`src/hdl/decoder_pkg.sv`:
```
// shared types for the bit decoder; the control word is 12 bits and its spare bit always reads 0

package decoder_pkg;

  // ----------------------------------------------------------------------
  // mode encodings
  // ----------------------------------------------------------------------

  // differential decoding per rail
  // RESERVED falls back to NRZ_L in the decoder
  typedef enum logic [1:0] {
    NRZ_L    = 2'd0,
    NRZ_M    = 2'd1,
    NRZ_S    = 2'd2,
    RESERVED = 2'd3
  } diff_mode_e;

  // output arrangement
  // code 3 is unused and behaves as PARALLEL
  typedef enum logic [1:0] {
    PARALLEL    = 2'd0,
    QPSK_DEMUX  = 2'd1,
    FQPSK_DEMUX = 2'd2
  } demux_mode_e;

  // ----------------------------------------------------------------------
  // control word, msb first
  // ----------------------------------------------------------------------
  typedef struct packed {
    diff_mode_e  diff_mode;
    demux_mode_e demux_mode;
    logic        biphase;
    logic        swap;
    logic        derandomize;
    logic        data_inv;
    logic        clk_sel;
    logic        clk_inv;
    logic        fifo_rs;
    logic        spare;
  } dec_ctrl_t;

  // one bit on each rail
  typedef struct packed {
    logic i;
    logic q;
  } rail_pair_t;

  // bus address of the control register
  localparam logic [11:0] DEC_CTRL_ADDR_DEFAULT = 12'h040;

  // derandomizer length for x^15+x^14+1
  localparam int DERAND_LEN = 15;

endpackage
```
`src/hdl/decoder.sv`:
```
// bit decoder top; symbol strobes come from external timing recovery with no back-pressure
`timescale 1ns/1ns

module decoder
  #(
  parameter logic [11:0] CTRL_ADDR = decoder_pkg::DEC_CTRL_ADDR_DEFAULT
  )
  (
  input  logic        clk,
  input  logic        rs,
  input  logic        en_i,
  input  logic        wr0_i,
  input  logic        wr1_i,
  input  logic [11:0] addr_i,
  input  logic [15:0] din_i,
  input  logic        symb_clk_en_i,
  input  logic        symb_clk_2x_en_i,
  input  logic        symb_i_i,
  input  logic        symb_q_i,
  output logic [15:0] dout_o,
  output logic        dout_i_o,
  output logic        dout_q_o,
  output logic        bit_strobe_o,
  output logic        fifo_rs_o,
  output logic        clk_inv_o
  );

  import decoder_pkg::*;

  dec_ctrl_t  ctrl;
  logic       biphase_en;
  rail_pair_t nrz;
  rail_pair_t nrz_prev;
  rail_pair_t dec;
  rail_pair_t sel;

  // ----------------------------------------------------------------------
  // control register
  // ----------------------------------------------------------------------
  decoder_regs #(
    .CTRL_ADDR (CTRL_ADDR)
  ) u_regs (
    .clk    (clk),
    .rs     (rs),
    .en_i   (en_i),
    .wr0_i  (wr0_i),
    .wr1_i  (wr1_i),
    .addr_i (addr_i),
    .din_i  (din_i),
    .dout_o (dout_o),
    .ctrl_o (ctrl)
  );

  // straight from the register
  assign fifo_rs_o = ctrl.fifo_rs;
  assign clk_inv_o = ctrl.clk_inv;

  // ----------------------------------------------------------------------
  // pipeline
  // ----------------------------------------------------------------------

  // stage 1, biphase and i/q realignment
  biphase_to_nrz u_biphase (
    .clk           (clk),
    .rs            (rs),
    .symb_clk_en_i (symb_clk_en_i),
    .biphase_i     (ctrl.biphase),
    .symb_i_i      (symb_i_i),
    .symb_q_i      (symb_q_i),
    .biphase_en_o  (biphase_en),
    .nrz_o         (nrz),
    .nrz_prev_o    (nrz_prev)
  );

  // stage 2, one decoder per rail
  mark_space_decode u_dec_i (
    .clk          (clk),
    .rs           (rs),
    .biphase_en_i (biphase_en),
    .mode_i       (ctrl.diff_mode),
    .din_i        (nrz.i),
    .last_din_i   (nrz_prev.i),
    .dout_o       (dec.i)
  );

  mark_space_decode u_dec_q (
    .clk          (clk),
    .rs           (rs),
    .biphase_en_i (biphase_en),
    .mode_i       (ctrl.diff_mode),
    .din_i        (nrz.q),
    .last_din_i   (nrz_prev.q),
    .dout_o       (dec.q)
  );

  // stage 3, serial demux
  symbol_demux u_demux (
    .clk              (clk),
    .rs               (rs),
    .symb_clk_en_i    (symb_clk_en_i),
    .symb_clk_2x_en_i (symb_clk_2x_en_i),
    .mode_i           (ctrl.demux_mode),
    .swap_i           (ctrl.swap),
    .dec_i            (dec),
    .sel_o            (sel)
  );

  // stage 4, derandomize, invert, strobe
  bit_output_stage u_out (
    .clk              (clk),
    .rs               (rs),
    .symb_clk_en_i    (symb_clk_en_i),
    .symb_clk_2x_en_i (symb_clk_2x_en_i),
    .biphase_en_i     (biphase_en),
    .ctrl_i           (ctrl),
    .sel_i            (sel),
    .dout_i_o         (dout_i_o),
    .dout_q_o         (dout_q_o),
    .bit_strobe_o     (bit_strobe_o)
  );

endmodule

```
`src/hdl/bit_output_stage.sv`:
```
// x^15+x^14+1 derandomizer on the i rail and output strobe select; derandomized bits settle after 15 shifts
`timescale 1ns/1ns

module bit_output_stage
  (
  input  logic                   clk,
  input  logic                   rs,
  input  logic                   symb_clk_en_i,
  input  logic                   symb_clk_2x_en_i,
  input  logic                   biphase_en_i,
  input  decoder_pkg::dec_ctrl_t  ctrl_i,
  input  decoder_pkg::rail_pair_t sel_i,
  output logic                   dout_i_o,
  output logic                   dout_q_o,
  output logic                   bit_strobe_o
  );

  import decoder_pkg::*;

  logic                  demux_on;
  logic                  shift_en;
  logic [DERAND_LEN-1:0] derand_sr;
  logic                  derand_bit;
  rail_pair_t            pre_inv;

  // ----------------------------------------------------------------------
  // derandomizer
  // ----------------------------------------------------------------------

  // serial modes run at twice the symbol rate
  assign demux_on = (ctrl_i.demux_mode == QPSK_DEMUX) ||
                    (ctrl_i.demux_mode == FQPSK_DEMUX);
  assign shift_en = demux_on ? symb_clk_2x_en_i : symb_clk_en_i;

  // self-synchronizing, taps 14 and 13
  always_ff @(posedge clk or posedge rs)
  begin
    if (rs)
    begin
      derand_sr  <= '0;
      derand_bit <= 1'b0;
    end
    else if (shift_en)
    begin
      derand_sr  <= {derand_sr[DERAND_LEN-2:0], sel_i.i};
      derand_bit <= sel_i.i ^ derand_sr[DERAND_LEN-1] ^ derand_sr[DERAND_LEN-2];
    end
  end

  // ----------------------------------------------------------------------
  // output formatting
  // ----------------------------------------------------------------------

  // both rails carry the single derandomized stream
  assign pre_inv  = ctrl_i.derandomize ? {derand_bit, derand_bit} : sel_i;
  assign dout_i_o = pre_inv.i ^ ctrl_i.data_inv;
  assign dout_q_o = pre_inv.q ^ ctrl_i.data_inv;

  // strobe follows the bit rate in use
  assign bit_strobe_o = ctrl_i.biphase ? biphase_en_i :
                        (ctrl_i.clk_sel ? symb_clk_en_i : symb_clk_2x_en_i);

  // pair strobe from stage 1 still sits on the 2x grid
  a_strobe_on_2x : assert property (@(posedge clk) disable iff (rs)
    bit_strobe_o |-> symb_clk_2x_en_i);

endmodule

```
`src/hdl/symbol_demux.sv`:
```
// QPSK/OQPSK and FQPSK serial demux; symb_clk_en must coincide with a 2x pulse
`timescale 1ns/1ns

module symbol_demux
  (
  input  logic                    clk,
  input  logic                    rs,
  input  logic                    symb_clk_en_i,
  input  logic                    symb_clk_2x_en_i,
  input  decoder_pkg::demux_mode_e mode_i,
  input  logic                    swap_i,
  input  decoder_pkg::rail_pair_t  dec_i,
  output decoder_pkg::rail_pair_t  sel_o
  );

  import decoder_pkg::*;

  logic phase;
  logic pick_i;
  logic dec_dly_i;
  logic qpsk_bit;
  logic fqpsk_bit;

  // ----------------------------------------------------------------------
  // half-symbol phase
  // ----------------------------------------------------------------------

  // 1 on the 2x pulse shared with the symbol strobe
  // 0 on the mid-symbol pulse
  assign phase = symb_clk_en_i;

  // swap flips which half gets the i rail
  assign pick_i = phase ^ swap_i;

  // ----------------------------------------------------------------------
  // serial streams
  // ----------------------------------------------------------------------

  // plain interleave
  assign qpsk_bit = pick_i ? dec_i.i : dec_i.q;

  // i from the previous half, for the cross-rail difference
  always_ff @(posedge clk or posedge rs)
  begin
    if (rs)
    begin
      dec_dly_i <= 1'b0;
    end
    else if (symb_clk_2x_en_i)
    begin
      dec_dly_i <= dec_i.i;
    end
  end

  // fqpsk cross-rail rule
  assign fqpsk_bit = pick_i ? (dec_dly_i ^ dec_i.q) : (dec_dly_i ^ ~dec_i.q);

  // ----------------------------------------------------------------------
  // output select
  // ----------------------------------------------------------------------
  always_ff @(posedge clk or posedge rs)
  begin
    if (rs)
    begin
      sel_o <= '0;
    end
    else if (symb_clk_2x_en_i)
    begin
      case (mode_i)
        QPSK_DEMUX:
        begin
          sel_o.i <= ~qpsk_bit;
          sel_o.q <= qpsk_bit;
        end
        FQPSK_DEMUX:
        begin
          sel_o.i <= ~fqpsk_bit;
          sel_o.q <= fqpsk_bit;
        end
        // parallel and the unused code
        default: sel_o <= dec_i;
      endcase
    end
  end

  // strobe nesting from the timing recovery
  a_symb_in_2x : assert property (@(posedge clk) disable iff (rs)
    symb_clk_en_i |-> symb_clk_2x_en_i);

endmodule

```
`src/hdl/mark_space_decode.sv`:
```
// one rail of NRZ-L/M/S decoding; the RESERVED code decodes as NRZ-L
`timescale 1ns/1ns

module mark_space_decode
  (
  input  logic                   clk,
  input  logic                   rs,
  input  logic                   biphase_en_i,
  input  decoder_pkg::diff_mode_e mode_i,
  input  logic                   din_i,
  input  logic                   last_din_i,
  output logic                   dout_o
  );

  import decoder_pkg::*;

  logic trans;
  logic dec_bit;

  // a transition between consecutive bits
  assign trans = din_i ^ last_din_i;

  // ----------------------------------------------------------------------
  // decode rule
  // ----------------------------------------------------------------------
  always_comb
  begin
    case (mode_i)
      // mark, 1 on a transition
      NRZ_M: dec_bit = trans;
      // space, 1 when the level holds
      NRZ_S: dec_bit = ~trans;
      // level, RESERVED included
      default: dec_bit = din_i;
    endcase
  end

  // one pair strobe of delay
  always_ff @(posedge clk or posedge rs)
  begin
    if (rs)
    begin
      dout_o <= 1'b0;
    end
    else if (biphase_en_i)
    begin
      dout_o <= dec_bit;
    end
  end

endmodule

```
`src/hdl/biphase_to_nrz.sv`:
```
// biphase-L to NRZ on I; pair alignment is fixed at reset and the second half of a pair is ignored
`timescale 1ns/1ns

module biphase_to_nrz
  (
  input  logic                   clk,
  input  logic                   rs,
  input  logic                   symb_clk_en_i,
  input  logic                   biphase_i,
  input  logic                   symb_i_i,
  input  logic                   symb_q_i,
  output logic                   biphase_en_o,
  output decoder_pkg::rail_pair_t nrz_o,
  output decoder_pkg::rail_pair_t nrz_prev_o
  );

  logic half_q;
  logic first_half_q;
  logic nrz_i_src;

  // ----------------------------------------------------------------------
  // pair strobe
  // ----------------------------------------------------------------------

  // half counter runs from reset
  // 0 marks the first half of a pair
  always_ff @(posedge clk or posedge rs)
  begin
    if (rs)
    begin
      half_q <= 1'b0;
    end
    else if (symb_clk_en_i)
    begin
      half_q <= ~half_q;
    end
  end

  // every symbol without biphase
  // only on the second half with biphase
  assign biphase_en_o = symb_clk_en_i & (~biphase_i | half_q);

  // first half of the pair carries the bit
  always_ff @(posedge clk)
  begin
    if (symb_clk_en_i && !half_q)
    begin
      first_half_q <= symb_i_i;
    end
  end

  assign nrz_i_src = biphase_i ? first_half_q : symb_i_i;

  // ----------------------------------------------------------------------
  // nrz stage and history
  // ----------------------------------------------------------------------

  // q also takes one pair strobe
  // keeps i and q aligned
  always_ff @(posedge clk or posedge rs)
  begin
    if (rs)
    begin
      nrz_o      <= '0;
      nrz_prev_o <= '0;
    end
    else if (biphase_en_o)
    begin
      nrz_o.i    <= nrz_i_src;
      nrz_o.q    <= symb_q_i;
      // previous pair for mark/space decode
      nrz_prev_o <= nrz_o;
    end
  end

endmodule

```
`src/hdl/decoder_regs.sv`:
```
// control register; bits 15:12 and the spare bit read 0, and a read outside CTRL_ADDR returns 0
`timescale 1ns/1ns

module decoder_regs
  #(
  parameter logic [11:0] CTRL_ADDR = decoder_pkg::DEC_CTRL_ADDR_DEFAULT
  )
  (
  input  logic                  clk,
  input  logic                  rs,
  input  logic                  en_i,
  input  logic                  wr0_i,
  input  logic                  wr1_i,
  input  logic [11:0]           addr_i,
  input  logic [15:0]           din_i,
  output logic [15:0]           dout_o,
  output decoder_pkg::dec_ctrl_t ctrl_o
  );

  import decoder_pkg::*;

  dec_ctrl_t ctrl_q;
  logic      hit;

  // address qualified access
  assign hit = en_i && (addr_i == CTRL_ADDR);

  // ----------------------------------------------------------------------
  // byte lane writes
  // ----------------------------------------------------------------------
  always_ff @(posedge clk or posedge rs)
  begin
    if (rs)
    begin
      ctrl_q <= '0;
    end
    else
    begin
      // low lane, spare bit kept at zero
      if (hit && wr0_i)
      begin
        ctrl_q[7:0] <= {din_i[7:1], 1'b0};
      end
      // high lane holds only 4 real bits
      if (hit && wr1_i)
      begin
        ctrl_q[11:8] <= din_i[11:8];
      end
    end
  end

  // readback, upper nibble always zero
  assign dout_o = hit ? {4'h0, ctrl_q} : 16'h0000;
  assign ctrl_o = ctrl_q;

  // write strobes only inside an enabled cycle
  a_wr_needs_en : assert property (@(posedge clk) disable iff (rs)
    (wr0_i || wr1_i) |-> en_i);

endmodule

```
`config.mk`:
```
export PLATFORM = sky130hd
export DESIGN_NAME = decoder
export DESIGN_NICKNAME = d
export VERILOG_FILES = /design/src/hdl/decoder_pkg.sv /design/src/hdl/decoder.sv /design/src/hdl/bit_output_stage.sv /design/src/hdl/symbol_demux.sv /design/src/hdl/mark_space_decode.sv /design/src/hdl/biphase_to_nrz.sv /design/src/hdl/decoder_regs.sv
export SDC_FILE = /design/constraint.sdc
export NUM_CORES = 1
export LEC_CHECK = 0
export BUFFER_PORTS_ARGS = -buffer_cell sky130_fd_sc_hd__buf_2
export CAP_MARGIN = 40
export CORE_MARGIN = 1
export CORE_UTILIZATION = 55
export DETAILED_ROUTE_END_ITERATION = 6
export PLACE_DENSITY = 0.84
export SETUP_SLACK_MARGIN = 0.02
export SLEW_MARGIN = 20
export SYNTH_ARGS = -nofsm -noshare
export SYNTH_HDL_FRONTEND = slang
export SYNTH_SLANG_ARGS = --single-unit
```
`constraint.sdc`:
```
create_clock -name clk -period 4.2 [get_ports clk]
set_clock_uncertainty 0.2 [all_clocks]
set_input_delay 0.84 -clock clk [delete_from_list [all_inputs] [get_ports clk]]
set_output_delay 0.84 -clock clk [all_outputs]
set_load 0.1 [all_outputs]
```
Word-level counts from Yosys, hierarchy flattened

Cells that the tools add are included.

Flip-flop bits (word level): 38

Eq/ne operators: 5
Multiplexer cells: 11
Bitwise logic cells: 18
Reduce and logical (&&, ||, !) cells: 6

Operator list:

| cell                  | number |
|---|---|
| $eq A12 B7 Y1 const B | 1 |
| $mux W12              | 1 |
| $xor A1 B1 Y1         | 9 |
| $not A1 Y1            | 7 |
| $mux W1               | 6 |
| $eq A2 B1 Y1 const B  | 2 |
| $eq A2 B2 Y1 const B  | 2 |
| $logic_and A1 B1 Y1   | 4 |
| $pmux W1 S2           | 2 |
| $pmux W2 S2           | 1 |
| $mux W2               | 1 |
| $and A1 B1 Y1         | 1 |
| $logic_not A1 Y1      | 1 |
| $logic_or A1 B1 Y1    | 1 |
| $or A1 B1 Y1          | 1 |

Logic depth before layout (Yosys ltp)

Depth in word-level cells: 5
Mapped depth: 7

Modules after synthesis

From an unflattened synthesis, not the netlist that was laid out.

Cell total of the unflattened synthesis: 162
Area total of the unflattened synthesis: 2,008.2 sq um

By module, submodules not included:

| module            | times used | cells an instance | area each (sq um) |
|---|---|---|---|
| bit_output_stage  | 1          | 45                | 691.9 |
| decoder_regs      | 1          | 51                | 625.6 |
| biphase_to_nrz    | 1          | 18                | 251.5 |
| symbol_demux      | 1          | 24                | 231.5 |
| mark_space_decode | 2          | 12                | 103.8 |

Worst setup path before layout

OpenSTA, ideal clock, no wires.

Kind: input to output
Start point: in addr_i[7]
End point: out dout_o[10]
Arrival time: 2,305 ps
Path slack: 855 ps
Cell stages on the path: 4
Path buffers: 1
Path through: nor4bb_1 -> and4_4 -> clkbuf_2 -> and2_1

Longest elaborated chain between the ends: 3

Ends and longest elaborated chain:

| what                | line               | source |
|---|---|---|
| start, declared     | decoder.sv:14      | `input logic [11:0] addr_i,` |
| $eq A12 B7 Y1       | decoder_regs.sv:26 | `assign hit = en_i && (addr_i == CTRL_ADDR);` |
| $logic_and A1 B1 Y1 | decoder_regs.sv:26 |  |
| $mux W12            | decoder_regs.sv:53 | `assign dout_o = hit ? {4'h0, ctrl_q} : 16'h0000;` |
| end, declared       | decoder.sv:20      | `output logic [15:0] dout_o,` |

Every way passes these cells.

Final worst setup path

Start point: in addr_i[7]
End point: out dout_o[8]

Same word-level chain as after synthesis.

==> reports/metrics.csv <==
metric,value,unit
status,"complete, no violations",
Clock Latency Late Sink,0.33,ns
first drt pass iteration count,4,
Final period util,0.768,
Post-Synth Adder-Cell Area,0.0256,
PnR worst setup slack,0.973,ns
Num CTS Buffers,5,
data required time at the worst endpoint,3.16,ns
total track usage,0.201,
vias in the first global route,1257,
sequential area share after synthesis,0.488,
MaxCap Viol Count,0,
Post-route DRC,0,
Seq cells post-synth,38,
Fin Setup TNS,0,ns
TritonCTS Sinks,38,
number of synthesized flops with an enable pin,1,
Antenna diodes,0,
unrepaired setup endpoints after global routing,false,
gr ovfl total,0,
Area Overhead vs Synth,16.4,%
Final Hold Violating Endpoints,0,
cells after synthesis,160,
placed inst area,2210,um2
Final GP Congestion,0.745,
Critical R2R Capture,u_out.derand_sr[12],
fill count,284,
largest net degree at the start of global routing,38,
Synth Area in Simple Gates,0.109,
hold_sp,u_out.derand_sr[9],
Starting Density,0.582,
drt total wl,3230,um
post-synthesis cell area,1960,um2
Final ANT Viol Nets,0,
Initial DRC Count,52,
"Slew Viols, Final",0,
drt wl/cell,12.5,um
count of buffers from port buffering,47,
CP Class,input pin to output port,
XOR/XNOR Fraction of Synth Area,0.0396,
Die Y,61.7,um
compound-gate portion of the synthesized area,0.0671,
hold depth,1,
H-Tree Level Count,2,
vias,1307,
FF-to-FF setup slack,2.08,ns
async set or reset register ratio after synthesis,0.974,
FF-to-FF Start,u_regs.ctrl_o[8],
antenna violations before repair,0,
Post-DP HPWL,2390,um
first-pass GRT wire length,5460,um
core area,3360,um2
CTS root buf,clkbuf_4,
# setup viols final,0,
Syn. warnings,0,
clock-pin slew on the worst setup and hold paths,0.11,ns
largest family of logic cells by synthesized area,multiplexers,
pwr/cell area,372,nW/um2
Vias/cell,5.07,
Critical Path Fanout Max,13,
pre-CTS WS,0.997,ns
row count,21,
r2r worst-path depth,5,
Synth top area share,0.473,
CTS tree,built,
WP data arrival,2.19,ns
maximum root-to-sink buffer count,2,
Pwr Total,847,uW
"Setup Fix Bufs, Post-CTS",0,
crit start category,input pin,
Hold EP,u_out.derand_sr[10],
Nets,252,
maximum VDD drop,0.218,mV
die area,3800,um2
layout cells sized above 1,0.434,
hold buffer count at CTS,0,
Least-Margin Pin Slew,0.515,ns
Die Width,61.7,um
library cells used by synthesis,35,
largest cells by area after synthesis,"dfrtp_1 47%, mux2_2 9.8%, mux2_4 8.4%",
Synth area leader,dfrtp_1,
"Avg Cell Area, Syn",12.2,um2
achievable frequency,310,MHz
post_cts resized,0,
Synth Flop Type,dfrtp_1,
post-route cell area,2280,um2
I/O Pins,58,
mux cell area share after synthesis,0.213,
crit end category,output port,
worst hold path class,flop to flop,
min Tclk post-route,3.23,ns
Leak,1.19,nW
relative slew slack,0.656,
==> sequential cells by signal, summed over array words and instances, names as in the netlist <==
name,flops
u_demux.dec_dly_i,1
u_biphase.first_half_q,1
u_biphase.nrz_o,2
u_demux.sel_o,2
u_biphase.nrz_prev_o,2
u_dec_i.dout_o,1
u_dec_q.dout_o,1
u_out.derand_bit,1
u_regs.ctrl_o,11
u_out.derand_sr,15
u_biphase.half_q,1
==> synth_stat cells (2+ instances only) <==
master,count
and2_1,11
o221ai_1,3
mux2_2,17
buf_4,5
nor2b_1,3
nand2_4,2
a21oi_1,2
dfrtp_1,37
mux2_4,11
mux2i_1,6
xnor2_1,5
inv_1,12
o21ai_0,9
xor2_1,2
nand2_1,9
nor2_1,4
ha_1,4
==> placed cells by master, fill, tap and decap left out, drive strengths merged <==
master and instances:
and4 1, clkinv 1, nor2 4, a221oi 1
o221ai 3, and2 11, o211a 1, dfrtp 37
nor2b 4, a21oi 3, clkinvlp 1, xor2 2
buf 49, nor3 1, edfxtp 1, clkbuf 6
xnor2 6, mux2i 6, nor4 1, o22ai 1
inv 12, conb 5, mux2 28, nor4bb 1
ha 4, a22o 1, nand3b 1, o21ai 9
nand2 11
==> critical path: stages <==
cell and delay [ns]:
buf_2 0.09, nor4bb_1 0.29, and4_4 0.38, and2_1 0.16
buf_2 0.42
==> where the power goes <==
part           switching (mW)  leakage [nW]  internal, mW  total (mW)
Sequential             0.0397         0.501         0.430       0.470
Clock                   0.119        0.0343        0.0805       0.199
Combinational          0.0972         0.659        0.0806       0.178
Total                   0.256          1.19         0.591       0.847
==> metal layers <==
metal  part of all wire  wire [um]  global-route usage  vias up
li1                   -          -                   -      638
met1               0.47       1510               0.255      633
met2               0.49       1570               0.332       34
met3              0.040        129              0.0567        2
met4             0.0059         19              0.0667        0
met5                  0          0                   0        -
==> stage by stage <==
step	hold slack, ns	util	cells
6_report	0.312	0.677	258
5_1_grt	0.339	0.677	258
4_1_cts	0.319	0.677	258
3_5_place_dp	0.290	0.658	250
3_3_place_gp	0.267	0.657	249
2_1_floorplan	0.246	-	164
==> final cells by class <==
| type | instances | area, um2 | share of cell area |
|---|---|---|---|
| clock inverters | 2 | 12.5 | 0.00549 |
| multi-input cells | 105 | 908 | 0.399 |
| inverters | 12 | 45.0 | 0.0198 |
| repair buffers | 49 | 248 | 0.109 |
| flip-flops and latches | 38 | 956 | 0.420 |
| clock buffers | 6 | 51.3 | 0.0225 |
| well taps | 46 | 57.6 | 0.0253 |
==> kinds of logic (layout without fill, tap and decap cells) <==
| kind of cell | after synthesis | count (layout) |
|---|---|---|
| xor+xnor | 8 | 8 |
| simple gates | 35 | 35 |
| mux | 34 | 34 |
| fa+ha+maj | 4 | 4 |
| flops | 38 | 38 |
| compound gates | 19 | 19 |
| buf+inv | 21 | 69 |
| other cells | 1 | 5 |
==> how the worst max path moves through the flow <==
stage	startpoint	endpoint	slack (ns)
floorplan	addr_i[7]	dout_o[10]	0.86
global placement	addr_i[7]	dout_o[9]	1.0
detailed placement	addr_i[7]	dout_o[8]	1.0
CTS	addr_i[7]	dout_o[8]	1.0
global route	addr_i[7]	dout_o[2]	0.89
finish	addr_i[7]	dout_o[8]	0.97
(Power assumes the default switching activity.)
